## src/rtl/clock_cfg.svh

```systemverilog
`ifndef CLOCK_CFG_SVH
`define CLOCK_CFG_SVH

// tick divisors in clk cycles, 50 MHz board clock
`define CLK_SEC_DIV	50000000
`define CLK_SCAN_DIV	50000	// 1 kHz digit step

// ----------------------------------------------------------------------
// time field limits
// ----------------------------------------------------------------------
`define CLK_SEC_MAX	59
`define CLK_MIN_MAX	59
`define CLK_HR_MAX	23	// 24-hour format

// digits on the display
`define CLK_NUM_DIGITS	6

`endif

```

## src/rtl/clock_pkg.sv

```systemverilog
package clock_pkg;

	// one hh, mm or ss field
	typedef logic [5:0] hms_t;

	// one-hot increment pulse, one bit per field
	typedef logic [2:0] field_sel_t;

	localparam int FS_SEC = 0;
	localparam int FS_MIN = 1;
	localparam int FS_HR  = 2;

	typedef enum logic [1:0] {
		MODE_CLOCK = 2'b00,
		MODE_SETUP = 2'b01,	// time stopped, fields stepped by hand
		MODE_ALARM = 2'b10	// alarm shown, clock keeps running
	} mode_e;

	typedef enum logic [1:0] {
		POS_SEC = 2'b00,
		POS_MIN = 2'b01,
		POS_HR  = 2'b10
	} pos_e;

endpackage

```

## src/rtl/seg_pkg.sv

```systemverilog
package seg_pkg;

	// bcd digit 0..9
	typedef logic [3:0] digit_t;

	// {a, b, c, d, e, f, g}, active high
	typedef logic [6:0] seg_t;

	// one bit per digit, active low
	typedef logic [5:0] digit_en_t;

	// scan position 0..5
	typedef logic [2:0] digit_idx_t;

	localparam seg_t SEG_BLANK = 7'b000_0000;

endpackage

```

## src/rtl/tick_gen.sv

```systemverilog
`timescale 1ns/10ps

`include "clock_cfg.svh"

module tick_gen #(
	parameter int SEC_DIV  = `CLK_SEC_DIV,
	parameter int SCAN_DIV = `CLK_SCAN_DIV
) (
	input  logic clk,
	input  logic rst_n,
	output logic o_sec_tick,
	output logic o_scan_tick
);

	localparam int NUM_TICKS = 2;	// 0: seconds, 1: scan

	// ----------------------------------------------------------------------
	// one down counter per tick, pulse on wrap
	// ----------------------------------------------------------------------
	for (genvar g = 0; g < NUM_TICKS; g++) begin : g_div
		localparam int DIV = (g == 0) ? SEC_DIV : SCAN_DIV;
		localparam int CW  = (DIV > 1) ? $clog2(DIV) : 1;
		localparam logic [CW-1:0] RELOAD = CW'(DIV - 1);

		logic [CW-1:0] cnt;
		logic          tick;

		always_ff @(posedge clk or negedge rst_n) begin
			if (!rst_n) begin
				cnt  <= RELOAD;
				tick <= 1'b0;
			end else if (cnt == '0) begin
				cnt  <= RELOAD;
				tick <= 1'b1;	// first pulse DIV cycles after reset
			end else begin
				cnt  <= cnt - 1'b1;
				tick <= 1'b0;
			end
		end
	end

	assign o_sec_tick  = g_div[0].tick;
	assign o_scan_tick = g_div[1].tick;

endmodule

```

## src/rtl/clock_ctrl.sv

```systemverilog
`timescale 1ns/10ps

module clock_ctrl
	import clock_pkg::*;
(
	input  logic       clk,
	input  logic       rst_n,
	input  logic       i_btn_mode,
	input  logic       i_btn_pos,
	input  logic       i_btn_inc,
	input  logic       i_btn_alarm,
	output logic       o_run,
	output logic       o_show_alarm,
	output logic       o_alarm_en,
	output field_sel_t o_time_inc,
	output field_sel_t o_alarm_inc
);

	logic [3:0] btn_q;	// last sampled levels
	logic       mode_rise;
	logic       pos_rise;
	logic       inc_rise;
	logic       alarm_rise;

	mode_e      mode;
	pos_e       pos;
	logic       alarm_en;
	field_sel_t pos_sel;

	// ----------------------------------------------------------------------
	// button edges
	// ----------------------------------------------------------------------
	always_ff @(posedge clk or negedge rst_n) begin
		if (!rst_n)
			btn_q <= '0;
		else
			btn_q <= {i_btn_alarm, i_btn_inc, i_btn_pos, i_btn_mode};
	end

	assign mode_rise  = i_btn_mode  & ~btn_q[0];
	assign pos_rise   = i_btn_pos   & ~btn_q[1];
	assign inc_rise   = i_btn_inc   & ~btn_q[2];
	assign alarm_rise = i_btn_alarm & ~btn_q[3];

	// ----------------------------------------------------------------------
	// mode, position and alarm enable
	// ----------------------------------------------------------------------
	always_ff @(posedge clk or negedge rst_n) begin
		if (!rst_n) begin
			mode     <= MODE_CLOCK;
			pos      <= POS_SEC;
			alarm_en <= 1'b0;
		end else begin
			if (mode_rise) begin
				case (mode)
					MODE_CLOCK: mode <= MODE_SETUP;
					MODE_SETUP: mode <= MODE_ALARM;
					default:    mode <= MODE_CLOCK;
				endcase
				pos <= POS_SEC;	// every mode starts on seconds
			end else if (pos_rise) begin
				case (pos)
					POS_SEC: pos <= POS_MIN;
					POS_MIN: pos <= POS_HR;
					default: pos <= POS_SEC;
				endcase
			end
			if (alarm_rise)
				alarm_en <= ~alarm_en;
		end
	end

	always_comb begin
		pos_sel = '0;
		case (pos)
			POS_MIN: pos_sel[FS_MIN] = 1'b1;
			POS_HR:  pos_sel[FS_HR]  = 1'b1;
			default: pos_sel[FS_SEC] = 1'b1;
		endcase
	end

	// inc goes to the time in setup, to the alarm in alarm mode
	always_ff @(posedge clk or negedge rst_n) begin
		if (!rst_n) begin
			o_time_inc  <= '0;
			o_alarm_inc <= '0;
		end else begin
			o_time_inc  <= (inc_rise && mode == MODE_SETUP) ? pos_sel : '0;
			o_alarm_inc <= (inc_rise && mode == MODE_ALARM) ? pos_sel : '0;
		end
	end

	assign o_run        = (mode != MODE_SETUP);
	assign o_show_alarm = (mode == MODE_ALARM);
	assign o_alarm_en   = alarm_en;

endmodule

```

## src/rtl/time_keeper.sv

```systemverilog
`timescale 1ns/10ps

`include "clock_cfg.svh"

module time_keeper
	import clock_pkg::*;
(
	input  logic       clk,
	input  logic       rst_n,
	input  logic       i_sec_tick,
	input  logic       i_run,
	input  logic       i_show_alarm,
	input  logic       i_alarm_en,
	input  field_sel_t i_time_inc,
	input  field_sel_t i_alarm_inc,
	output hms_t       o_disp_sec,
	output hms_t       o_disp_min,
	output hms_t       o_disp_hr,
	output logic       o_alarm
);

	localparam hms_t SEC_LAST = hms_t'(`CLK_SEC_MAX);
	localparam hms_t MIN_LAST = hms_t'(`CLK_MIN_MAX);
	localparam hms_t HR_LAST  = hms_t'(`CLK_HR_MAX);

	hms_t sec;
	hms_t min;
	hms_t hr;
	hms_t al_sec;
	hms_t al_min;
	hms_t al_hr;

	logic advance;
	logic match;

	// wrap to zero after the last value
	function automatic hms_t step(input hms_t v, input hms_t last);
		return (v == last) ? '0 : v + 6'd1;
	endfunction

	assign advance = i_sec_tick & i_run;

	// ----------------------------------------------------------------------
	// time fields, carry only on the running tick
	// ----------------------------------------------------------------------
	always_ff @(posedge clk or negedge rst_n) begin
		if (!rst_n) begin
			sec <= '0;
			min <= '0;
			hr  <= '0;
		end else if (advance) begin
			sec <= step(sec, SEC_LAST);
			if (sec == SEC_LAST) begin
				min <= step(min, MIN_LAST);
				if (min == MIN_LAST)
					hr <= step(hr, HR_LAST);	// 23:59:59 -> 00:00:00
			end
		end else begin
			// setup stepping, no carry
			if (i_time_inc[FS_SEC])
				sec <= step(sec, SEC_LAST);
			if (i_time_inc[FS_MIN])
				min <= step(min, MIN_LAST);
			if (i_time_inc[FS_HR])
				hr <= step(hr, HR_LAST);
		end
	end

	// ----------------------------------------------------------------------
	// alarm fields
	// ----------------------------------------------------------------------
	always_ff @(posedge clk or negedge rst_n) begin
		if (!rst_n) begin
			al_sec <= '0;
			al_min <= '0;
			al_hr  <= '0;
		end else begin
			if (i_alarm_inc[FS_SEC])
				al_sec <= step(al_sec, SEC_LAST);
			if (i_alarm_inc[FS_MIN])
				al_min <= step(al_min, MIN_LAST);
			if (i_alarm_inc[FS_HR])
				al_hr <= step(al_hr, HR_LAST);
		end
	end

	// display source follows the mode
	always_comb begin
		if (i_show_alarm) begin
			o_disp_sec = al_sec;
			o_disp_min = al_min;
			o_disp_hr  = al_hr;
		end else begin
			o_disp_sec = sec;
			o_disp_min = min;
			o_disp_hr  = hr;
		end
	end

	assign match = (sec == al_sec) && (min == al_min) && (hr == al_hr);

	// latched on match, held until alarm is disabled
	always_ff @(posedge clk or negedge rst_n) begin
		if (!rst_n)
			o_alarm <= 1'b0;
		else
			o_alarm <= i_alarm_en & (o_alarm | match);
	end

endmodule

```

## src/rtl/seg_scan.sv

```systemverilog
`timescale 1ns/10ps

`include "clock_cfg.svh"

module seg_scan
	import clock_pkg::*;
	import seg_pkg::*;
(
	input  logic      clk,
	input  logic      rst_n,
	input  logic      i_scan_tick,
	input  hms_t      i_disp_sec,
	input  hms_t      i_disp_min,
	input  hms_t      i_disp_hr,
	output seg_t      o_seg,
	output digit_en_t o_seg_enb
);

	localparam digit_idx_t LAST_IDX = digit_idx_t'(`CLK_NUM_DIGITS - 1);

	digit_t     digits [`CLK_NUM_DIGITS];
	digit_idx_t idx;
	digit_idx_t idx_nxt;

	function automatic digit_t tens(input hms_t v);
		return digit_t'(v / 6'd10);
	endfunction

	function automatic digit_t units(input hms_t v);
		return digit_t'(v % 6'd10);
	endfunction

	function automatic seg_t decode(input digit_t d);
		case (d)
			4'd0:    return 7'b111_1110;
			4'd1:    return 7'b011_0000;
			4'd2:    return 7'b110_1101;
			4'd3:    return 7'b111_1001;
			4'd4:    return 7'b011_0011;
			4'd5:    return 7'b101_1011;
			4'd6:    return 7'b101_1111;
			4'd7:    return 7'b111_0000;
			4'd8:    return 7'b111_1111;
			4'd9:    return 7'b111_0011;
			default: return SEG_BLANK;
		endcase
	endfunction

	// ----------------------------------------------------------------------
	// digit order: hh mm ss, tens first
	// ----------------------------------------------------------------------
	always_comb begin
		digits[0] = tens(i_disp_hr);
		digits[1] = units(i_disp_hr);
		digits[2] = tens(i_disp_min);
		digits[3] = units(i_disp_min);
		digits[4] = tens(i_disp_sec);
		digits[5] = units(i_disp_sec);
	end

	assign idx_nxt = (idx == LAST_IDX) ? '0 : idx + 3'd1;

	// pattern and enable move together, one cycle after the tick
	always_ff @(posedge clk or negedge rst_n) begin
		if (!rst_n) begin
			idx       <= '0;
			o_seg     <= decode(4'd0);
			o_seg_enb <= ~digit_en_t'(1);	// digit 0 lit
		end else if (i_scan_tick) begin
			idx       <= idx_nxt;
			o_seg     <= decode(digits[idx_nxt]);
			o_seg_enb <= ~(digit_en_t'(1) << idx_nxt);
		end
	end

endmodule

```

## src/rtl/digital_clock_top.sv

```systemverilog
`timescale 1ns/10ps

`include "clock_cfg.svh"

module digital_clock_top
	import clock_pkg::*;
	import seg_pkg::*;
#(
	parameter int SEC_DIV  = `CLK_SEC_DIV,
	parameter int SCAN_DIV = `CLK_SCAN_DIV
) (
	input  logic      clk,
	input  logic      rst_n,
	input  logic      i_btn_mode,
	input  logic      i_btn_pos,
	input  logic      i_btn_inc,
	input  logic      i_btn_alarm,
	output seg_t      o_seg,
	output digit_en_t o_seg_enb,
	output logic      o_alarm
);

	logic       sec_tick;
	logic       scan_tick;
	logic       run;
	logic       show_alarm;
	logic       alarm_en;
	field_sel_t time_inc;
	field_sel_t alarm_inc;
	hms_t       disp_sec;
	hms_t       disp_min;
	hms_t       disp_hr;

	tick_gen #(
		.SEC_DIV  (SEC_DIV),
		.SCAN_DIV (SCAN_DIV)
	) u_tick (
		.clk         (clk),
		.rst_n       (rst_n),
		.o_sec_tick  (sec_tick),
		.o_scan_tick (scan_tick)
	);

	clock_ctrl u_ctrl (
		.clk          (clk),
		.rst_n        (rst_n),
		.i_btn_mode   (i_btn_mode),
		.i_btn_pos    (i_btn_pos),
		.i_btn_inc    (i_btn_inc),
		.i_btn_alarm  (i_btn_alarm),
		.o_run        (run),
		.o_show_alarm (show_alarm),
		.o_alarm_en   (alarm_en),
		.o_time_inc   (time_inc),
		.o_alarm_inc  (alarm_inc)
	);

	time_keeper u_keeper (
		.clk          (clk),
		.rst_n        (rst_n),
		.i_sec_tick   (sec_tick),
		.i_run        (run),
		.i_show_alarm (show_alarm),
		.i_alarm_en   (alarm_en),
		.i_time_inc   (time_inc),
		.i_alarm_inc  (alarm_inc),
		.o_disp_sec   (disp_sec),
		.o_disp_min   (disp_min),
		.o_disp_hr    (disp_hr),
		.o_alarm      (o_alarm)
	);

	seg_scan u_scan (
		.clk         (clk),
		.rst_n       (rst_n),
		.i_scan_tick (scan_tick),
		.i_disp_sec  (disp_sec),
		.i_disp_min  (disp_min),
		.i_disp_hr   (disp_hr),
		.o_seg       (o_seg),
		.o_seg_enb   (o_seg_enb)
	);

endmodule

```

## config.mk

```make
export PLATFORM = sky130hd
export DESIGN_NAME = digital_clock_top
export DESIGN_NICKNAME = d
export VERILOG_FILES = /design/src/rtl/clock_pkg.sv /design/src/rtl/seg_pkg.sv /design/src/rtl/tick_gen.sv /design/src/rtl/clock_ctrl.sv /design/src/rtl/time_keeper.sv /design/src/rtl/seg_scan.sv /design/src/rtl/digital_clock_top.sv
export VERILOG_INCLUDE_DIRS = /design/src /design/src/rtl
export SDC_FILE = /design/constraint.sdc
export NUM_CORES = 1
export LEC_CHECK = 0
export BUFFER_PORTS_ARGS = -buffer_cell sky130_fd_sc_hd__buf_2
export CAP_MARGIN = 20
export CELL_PAD_IN_SITES_DETAIL_PLACEMENT = 0
export CELL_PAD_IN_SITES_GLOBAL_PLACEMENT = 1
export CORE_ASPECT_RATIO = 0.5
export CORE_MARGIN = 2
export CORE_UTILIZATION = 45
export CTS_CLUSTER_DIAMETER = 80
export DETAILED_ROUTE_END_ITERATION = 12
export PLACE_DENSITY = 0.85
export SYNTH_ARGS = -nofsm -noshare
export SYNTH_HDL_FRONTEND = slang
export SYNTH_HIERARCHICAL = 1
export SYNTH_SLANG_ARGS = --single-unit
```

## constraint.sdc

```tcl
create_clock -name clk -period 5.1 [get_ports clk]
set_clock_uncertainty 0.05 [all_clocks]
set_input_delay 0.255 -clock clk [delete_from_list [all_inputs] [get_ports clk]]
set_output_delay 0.255 -clock clk [all_outputs]
set_load 0.005 [all_outputs]
```

==> flow_summary.json, run 1 <==
{
  "status": "completed",
  "wl_mm": 14.7,
  "r2r_slack_ps": 840,
  "die_w_um": 182,
  "syn-cell-area_mm2": 0.00710,
  "cts_tree": "yes",
  "syn2layout_area_growth_pct": 7.31,
  "timing.fmax_mhz": 235,
  "slew_violations": 0,
  "path_max_fanout": 18,
  "clk_latency_ps": 360,
  "post-route-min-period_ps": 4260,
  "min_path_type": "reg -> reg",
  "cp-start-kind": "flip-flop",
  "rr_startpoint": "u_ctrl/mode[0]",
  "fp-row-count": 32,
  "crit_chain": "nand2b_4 > inv_1 > buf_4 > mux2_2 > nand2b_1 > a21oi_1 > a311oi_1 > ha_1 > a2bb2oi_1 > a2111oi_2 > nor3_2 > nor3_1 > nand2_1 > o221a_1",
  "synth-edff-count": 0,
  "yosysTopAreaCell": "dfrtp_1",
  "numCtsBuffers": 9,
  "dr.pass1.iters": 4,
  "detail_route.vias_per_cell": 5.69,
  "fin_cells": 959,
  "ys_seq_area_share_pct": 40.1,
  "grt_pass1_wl_mm": 25.5,
  "postCtsSetupBuffers": 0,
  "cpLargestDelayFamily": "simple AND/OR/NAND/NOR gates",
  "globalplace.congestion": 0.812,
  "crit_arrival_ps": 4490,
  "place_hpwl_mm": 10.3,
  "drive_gt1_share_pct": 17.9,
  "ctsResizeCount": 0,
  "num_vias": 5455,
  "timing.final.crit_share_pct": 83.5,
  "ir_drop_mv": 0.202,
  "synth.most_common_cell": "dfrtp_1",
  "place_ws_ps": 939,
  "tns_ps": 0,
  "grt_max_degree": 66,
  "final_util_pct": 49.4,
  "clk_pin_slew_ps": 90,
  "fillers": 1414,
  "io_pins": 20,
  "core_mm2": 0.0154,
  "crit_required_ps": 5340,
  "netlist_instances": 751,
  "cp_num_buf_inv": 2,
  "dpl_cell_area_mm2": 0.00726,
  "grt_pass1_vias": 5337,
  "hold_viol": 0,
  "yosysTopAreaCellShare_pct": 26.1,
  "fin_nets": 777,
  "synthFlopType": "dfrtp_1",
  "syn_avg_cell_area_um2": 9.46,
  "cp-end-kind": "flip-flop",
  "drt_iter0_drc": 373,
  "rr_worst_depth": 14,
  "start_util_pct": 46.1,
  "tightestPinTransition_ps": 896,
  "power.total_mw": 2.39,
  "synthArstFlopShare_pct": 100,
  "root_buffer": "clkbuf_16",
  "port_buffers": 19,
  "setup_ws_ps": 843,
  "cp.depth": 14,
  "power_density_mw_per_mm2": 313,
  "maxSlewHeadroom_pct": 39.7,
  "fin_area_mm2": 0.00762,
  "finalSetupViolCount": 0,
  "hold_depth": 1,
  "die_height_um": 92.8,
  "crit_path_top_delay_cell": "nor3_1",
  "drc": 0,
  "power.leakage_nw": 3.09,
  "critPathKind": "reg -> reg",
  "clkSinkCount": 112,
  "holdWs_ps": 415,
  "regToRegEndpoint": "u_scan/o_seg[1]",
  "yosys-top-cells-count": "dfrtp_1, nand2_1, nor2_1, o21ai_0, xnor2_1",
  "die_area_mm2": 0.0169,
  "wl_per_cell_um": 15.3,
  "antenna_found_initial": 0,
  "ys_top_cells_by_area": "dfrtp_1, dfstp_2, xnor2_1, mux2_2, ha_1",
  "ctsLongestPathBuffers": 2,
  "grt-ovfl-total": 0,
  "num_antenna_cells": 0,
  "final_antenna_net_count": 0,
  "rsz0062_at_grt": "no",
  "ys_warn_count": 6,
  "synth_cell_type_count": 90,
  "ctsHtreeMaxLevel": 3,
  "placed_cells_incl_taps": 938,
  "min-delay-start": "u_tick/g_div[0].cnt[0]",
  "synth-seq-cells": 112,
  "hold-path-endpoint": "u_tick/g_div[0].cnt[0]",
  "max_cap_viol_count": 0,
  "syn_nets": 778,
  "critPathMaxStageDelay_ps": 610,
  "grt_usage_pct": 18.5
}
-- placed cells by master (no fill, tap or decap), types with 9 or more instances in the layout --
| master | instances |
|---|---|
| a21oi_1 | 25 |
| buf_2 | 18 |
| clkbuf_16 | 9 |
| dfrtp_1 | 74 |
| dfstp_2 | 38 |
| ha_1 | 21 |
| inv_1 | 30 |
| mux2_2 | 24 |
| nand2_1 | 62 |
| nand2b_1 | 17 |
| nand3_1 | 27 |
| nand4_1 | 11 |
| nor2_1 | 59 |
| nor2b_1 | 10 |
| nor3_1 | 19 |
| nor4_1 | 16 |
| o21ai_0 | 45 |
| o31ai_1 | 11 |
| or3_1 | 11 |
| xnor2_1 | 43 |
| xor2_1 | 19 |
-- sequential cells by signal, indices dropped and copies added, names as in the netlist, 2 cells and up --
register            cells
u_ctrl/o_time_inc       3
u_ctrl/pos              2
u_ctrl/mode             2
u_scan/o_seg            7
u_keeper/al_min         6
u_tick/g_div.cnt       42
u_keeper/sec            6
u_ctrl/btn_q            4
u_scan/idx              3
u_keeper/al_sec         6
u_ctrl/o_alarm_inc      3
u_keeper/hr             6
u_keeper/min            6
u_keeper/al_hr          6
u_scan/o_seg_enb        6
-- worst max-delay path by stage --
stage	slack, ps	from	endpoint
global placement	1100	u_ctrl/mode[0]	u_scan/o_seg[1]
detailed placement	940	u_ctrl/mode[0]	u_scan/o_seg[1]
floorplan	1240	u_ctrl/mode[0]	u_scan/o_seg[2]
CTS	920	u_ctrl/mode[0]	u_scan/o_seg[1]
finish	840	u_ctrl/mode[0]	u_scan/o_seg[1]
global route	530	u_ctrl/mode[0]	u_scan/o_seg[1]
-- power by group --
group	switching, mW	internal, mW
logic	0.330	0.280
clock network	0.368	0.352
registers	0.107	0.952
total	0.804	1.58
-- layer usage --
layer | routed length [um] | share of wire, % | track usage, %
met1 | 7530 | 51 | 24.8
met2 | 6520 | 44 | 30.6
met3 | 433 | 2.9 | 3.34
met4 | 233 | 1.6 | 6.03
met5 | 0 | 0 | 0
-- final cells by class --
type                    instances  area, um2  share of cell area [%]
clock buffers                   9        225                    2.96
clock inverters                 7       82.6                    1.08
inverters                      31        129                    1.69
multi-input cells             569       3910                    51.3
flip-flops and latches        112       2850                    37.4
well taps                     204        255                    3.35
repair buffers                 27        170                    2.23
-- logic make-up (layout without fill, tap and decap cells) --
family                     count (synthesis)  after routing  synth area share, %
DFF                                      112            112                 40.1
xor gates and xnor gates                  62             62                 7.65
adders and majority gates                 21             21                 3.70
buffers and inverters                     70             74                 4.83
AOI/OAI and AO/OA                        163            163                 16.0
and+or+nand+nor                          294            294                 23.2
muxes                                     29             29                 4.51
-- timing repair --
item                                    4_1_cts  5_1_grt
hold buffers                                  5        0
endpoints found under the hold margin        30        0
endpoints found under the setup margin        0        0
Note: power is estimated with default switching activity, not from simulation.
==> inputs of run 2 (changes only) <==
- PLACE_DENSITY: 0.85 -> 0.88
- clock period: 5.1 -> 3.9 ns (I/O delays scaled with it)
==> flow_summary.json, run 2 (synthesis results as in run 1) <==
{
  "status": "completed",
  "grt-ovfl-total": 0,
  "clk_latency_ps": 350,
  "cts_tree": "yes",
  "cp-end-kind": "flip-flop",
  "die_height_um": 92.8,
  "finalSetupViolCount": 0,
  "largest_reg_flops": 42,
  "timing.final.crit_share_pct": 95.1,
  "power.total_mw": 3.17,
  "power_density_mw_per_mm2": 406,
  "slew_violations": 0,
  "detail_route.vias_per_cell": 5.64,
  "io_pins": 20,
  "cp-start-kind": "flip-flop",
  "clkSinkCount": 112,
  "r2r_slack_ps": 190,
  "die_area_mm2": 0.0169,
  "power.leakage_nw": 3.19,
  "syn2layout_area_growth_pct": 9.74,
  "antenna_found_initial": 0,
  "root_buffer": "clkbuf_16",
  "core_mm2": 0.0154,
  "max_cap_viol_count": 0,
  "layout_commonest_cell": "dfrtp_1",
  "hold_viol": 0,
  "dr.pass1.iters": 5,
  "grt_max_degree": 43,
  "rr_startpoint": "u_ctrl/mode[0]",
  "final_util_pct": 50.6,
  "start_util_pct": 46.1,
  "crit_arrival_ps": 3920,
  "drt_iter0_drc": 307,
  "die_w_um": 182,
  "grt_pass1_wl_mm": 25.9,
  "switching_share_pct": 32.5,
  "fin_nets": 795,
  "globalplace.congestion": 0.833,
  "ir_drop_mv": 0.220,
  "wl_mm": 14.6,
  "grt_usage_pct": 18.8,
  "ctsHtreeMaxLevel": 3,
  "drive_gt1_share_pct": 21.0,
  "internal_power_mw": 2.14,
  "power_switching_mw": 1.03,
  "drc": 0,
  "top_regs": "u_tick/g_div.cnt: 42 flops, u_scan/o_seg: 7 flops",
  "timing.fmax_mhz": 270,
  "rr_worst_depth": 14,
  "num_vias": 5509,
  "p_seq_share_pct": 43.8,
  "grt_pass1_vias": 5241,
  "maxSlewHeadroom_pct": 38.8,
  "ctsLongestPathBuffers": 2,
  "place_hpwl_mm": 10.3,
  "tightestPinTransition_ps": 910,
  "min_path_type": "in -> async",
  "regMostFlops": "u_tick/g_div.cnt",
  "port_buffers": 19,
  "regToRegEndpoint": "u_scan/o_seg[2]",
  "num_antenna_cells": 0,
  "clkPwrFrac_pct": 28.9,
  "fp-row-count": 32,
  "path_max_fanout": 8,
  "final_antenna_net_count": 0,
  "critPathKind": "reg -> reg",
  "p_comb_share_pct": 27.3,
  "clk_pin_slew_ps": 70,
  "final_cell_mix": "dfrtp_1, nand2_1, nor2_1, o21ai_0, xnor2_1",
  "numCtsBuffers": 9,
  "post-route-min-period_ps": 3710,
  "crit_required_ps": 4110,
  "wl_per_cell_um": 15.0
}
==> run 2: cell types whose count changed in the layout (fill, tap and decap cells not counted), sizes merged <==
cell / previous run / this run
clkbuf: 9 / 12
buf: 22 / 40
clkinvlp: 1 / 2
inv: 33 / 31
clkinv: 4 / 2
==> run 2: power by group through the flow <==
| stage | registers [mW] | clock network [mW] | logic [mW] |
|---|---|---|---|
| floorplan | 1.35 | 0 | 0.674 |
| global placement | 1.40 | 0 | 0.775 |
| detailed placement | 1.41 | 0 | 0.792 |
| CTS | 1.39 | 0.944 | 0.805 |
| global route | 1.41 | 1.00 | 0.963 |
| finish | 1.39 | 0.915 | 0.863 |
==> run 2: through the flow <==
step | hold WS (ps) | worst slack (ps) | area [um2] | instances | TNS (ps)
floorplan | -151 | 36.0 | 7100 | 751 | 0
global placement | 130 | 119 | 7350 | 949 | 0
detailed placement | 143 | 19.9 | 7350 | 949 | 0
CTS | 301 | 47.3 | 7700 | 970 | 0
global route | 341 | -2.94 | 7790 | 977 | -2.94
finish | 281 | 190 | 7790 | 977 | 0
==> run 2: routing by layer <==
metal / share of wire (%) / routed length (um) / track usage (%) / vias up
li1: - / - / - / 2744
met1: 51 / 7430 / 26.7 / 2680
met2: 46 / 6710 / 29.8 / 76
met3: 2.8 / 414 / 3.66 / 9
met4: 0.62 / 91 / 4.27 / 0
met5: 0 / 0 / 0 / -
==> run 2: how the worst max path moves through the flow <==
stage	from	to	slack (ps)	cells past startpoint
final	u_ctrl/mode[0]	u_scan/o_seg[2]	190	14
after global routing	u_ctrl/mode[0]	u_scan/o_seg[2]	-3	14
after CTS	u_ctrl/mode[0]	u_scan/o_seg[2]	50	15
after detailed placement	u_ctrl/mode[0]	u_scan/o_seg[2]	20	14
after global placement	u_ctrl/mode[0]	u_scan/o_seg[2]	120	14
after floorplan	u_ctrl/mode[0]	u_scan/o_seg[2]	40	16
==> run 2: final cells by class <==
type                            count  area [um2]
Clock buffer                       12         256
Clock inverter                      4        36.3
Fill cell                        1387        7620
Inverter                           31         133
Multi-Input combinational cell    569        3960
Sequential cell                   112        2850
Tap cell                          204         255
Timing Repair Buffer               45         305
==> run 2: timing repair <==
item | in CTS | in global routing
pin swaps | 0 | 1
setup endpoints to repair | 1 | 6
endpoints found under the hold margin | 37 | 0
cloned | 0 | 0
buffers inserted | 0 | 7
hold buffers | 5 | 0
resized for setup | 2 | 13
==> run 2: critical path, cell delays in order (launching register included) <==
cell and delay (ps):
dfrtp_2 420, nand2b_4 180, clkinvlp_4 170, buf_4 170, mux2_2 320, and2b_1 250, nand2_1 100, o221a_2 270
ha_1 230, a21o_1 170, a31o_2 230, and3_1 200, or3_4 440, o21ba_1 190, o31ai_1 220
==> inputs of run 3 (changes only) <==
- PLACE_DENSITY: 0.88 -> 0.85
- clock period: 3.9 -> 4.1 ns (I/O delays scaled with it)
==> flow_summary.json, run 3 (synthesis results as in run 1) <==
{
  "status": "completed",
  "crit_chain": "nand2b_4 > clkinvlp_4 > buf_6 > mux2_2 > and2b_1 > nand2_1 > o221a_2 > ha_1 > a21o_1 > a31o_2 > and3_1 > or3_1 > o21ba_1 > o31ai_1",
  "clk_latency_ps": 360,
  "crit_path_top_delay_cell": "or3_1",
  "ir_drop_mv": 0.205,
  "critPathKind": "reg -> reg",
  "power_switching_mw": 1.00,
  "p_comb_share_pct": 25.9,
  "rsz0062_at_grt": "no",
  "maxSlewHeadroom_pct": 40.3,
  "hold_depth": 1,
  "antenna_found_initial": 0,
  "grt_pass1_wl_mm": 25.3,
  "syn2layout_area_growth_pct": 8.30,
  "layout_commonest_cell": "dfrtp_1",
  "detail_route.vias_per_cell": 5.65,
  "num_vias": 5466,
  "finalSetupViolCount": 0,
  "cp-end-kind": "flip-flop",
  "fin_nets": 785,
  "root_buffer": "clkbuf_16",
  "crit_arrival_ps": 4050,
  "min_path_type": "reg -> reg",
  "drc": 0,
  "internal_power_mw": 1.98,
  "tightestPinTransition_ps": 888,
  "regMostFlops": "u_tick/g_div.cnt",
  "postCtsSetupBuffers": 0,
  "drt_iter0_drc": 489,
  "final_cell_mix": "dfrtp_1, nand2_1, nor2_1, o21ai_0, xnor2_1",
  "grt-ovfl-total": 0,
  "wl_per_cell_um": 15.1,
  "p_seq_share_pct": 44.2,
  "grt_pass1_vias": 5201,
  "largest_reg_flops": 42,
  "num_antenna_cells": 0,
  "globalplace.congestion": 0.849,
  "path_max_fanout": 14,
  "clkSinkCount": 112,
  "crit_required_ps": 4300,
  "max_cap_viol_count": 0,
  "switching_share_pct": 33.6,
  "die_w_um": 182,
  "wl_mm": 14.6,
  "timing.final.crit_share_pct": 93.8,
  "io_pins": 20,
  "tns_ps": 0,
  "holdWs_ps": 421,
  "start_util_pct": 46.1,
  "final_antenna_net_count": 0,
  "die_height_um": 92.8,
  "cp-start-kind": "flip-flop",
  "post-route-min-period_ps": 3850,
  "port_buffers": 19,
  "numCtsBuffers": 9,
  "dr.pass1.iters": 5,
  "rr_worst_depth": 14,
  "grt_usage_pct": 18.5,
  "power_density_mw_per_mm2": 387,
  "ctsLongestPathBuffers": 2,
  "clkPwrFrac_pct": 30.0,
  "power.leakage_nw": 3.13,
  "drive_gt1_share_pct": 18.9,
  "slew_violations": 0,
  "critPathMaxStageDelay_ps": 460,
  "cts_tree": "yes",
  "place_hpwl_mm": 10.4,
  "clk_pin_slew_ps": 90,
  "timing.fmax_mhz": 260,
  "ctsHtreeMaxLevel": 3,
  "grt_max_degree": 70,
  "hold_viol": 0,
  "core_mm2": 0.0154,
  "die_area_mm2": 0.0169,
  "fp-row-count": 32,
  "top_regs": "u_tick/g_div.cnt: 42 flops, u_scan/o_seg: 7 flops"
}
## run 3: final cells by class
| type | count | area (um2) |
|---|---|---|
| Multi-Input combinational cell | 569 | 3910 |
| Sequential cell | 112 | 2850 |
| Fill cell | 1410 | 7720 |
| Tap cell | 204 | 255 |
| Clock inverter | 7 | 81.3 |
| Clock buffer | 9 | 225 |
| Timing Repair Buffer | 35 | 234 |
| Inverter | 31 | 133 |
## run 3: per-stage QoR
step	area (um2)	util [%]	power (mW)	setup WS [ps]	std cells
floorplan	7100	-	1.93	236	751
global placement	7320	47.5	2.07	278	946
detailed placement	7320	47.5	2.09	188	946
CTS	7680	49.8	3.01	129	967
global route	7690	49.9	3.17	5.72	967
finish	7690	49.9	2.98	252	967
## run 3: worst max-delay path, delay by kind of cell (launching register included)
family | cells | cell delay [ps]
AO/OA/AOI/OAI | 5 | 1110
adder cells (fa/ha/maj) | 1 | 230
buffers and inverters | 2 | 340
flip-flops | 1 | 440
multiplexers | 1 | 360
AND/OR/NAND/NOR | 5 | 1230
## run 3: metal layers
layer  GRT usage, %  up-vias  share of wire (%)
met5              0        -                  0
met4           4.95        0                1.1
met3           3.42       11                3.2
met2           29.9       83                 45
met1           25.5     2640                 51
li1               -     2732                  -
## run 3: power groups by stage
stage | Combinational, mW | Sequential, mW | Clock [mW]
after floorplan | 0.641 | 1.28 | 0
after global placement | 0.738 | 1.34 | 0
after detailed placement | 0.751 | 1.34 | 0
after CTS | 0.761 | 1.32 | 0.929
after global routing | 0.857 | 1.33 | 0.978
final | 0.770 | 1.32 | 0.893
## run 3: repair_timing
item                                   CTS  global route
setup endpoints to repair                0             6
gates resized for setup                  0             3
endpoints found under the hold margin   44             0
hold buffers                             5             0
## run 3: path summary, 6_finish.rpt
kind / start / endpoint / slack, ps
setup / recovery: u_ctrl/mode[0] / u_scan/o_seg[2] / 250
hold / removal: u_tick/g_div[0].cnt[0] / u_tick/g_div[0].cnt[0] / 420
setup reg to reg: u_ctrl/mode[0] / u_scan/o_seg[2] / 250
hold reg to reg: u_tick/g_div[0].cnt[0] / u_tick/g_div[0].cnt[0] / 420
max in group asynchronous: rst_n / u_scan/o_seg_enb[4] / 2650
min in group asynchronous: rst_n / u_tick/g_div[1].cnt[10] / 450
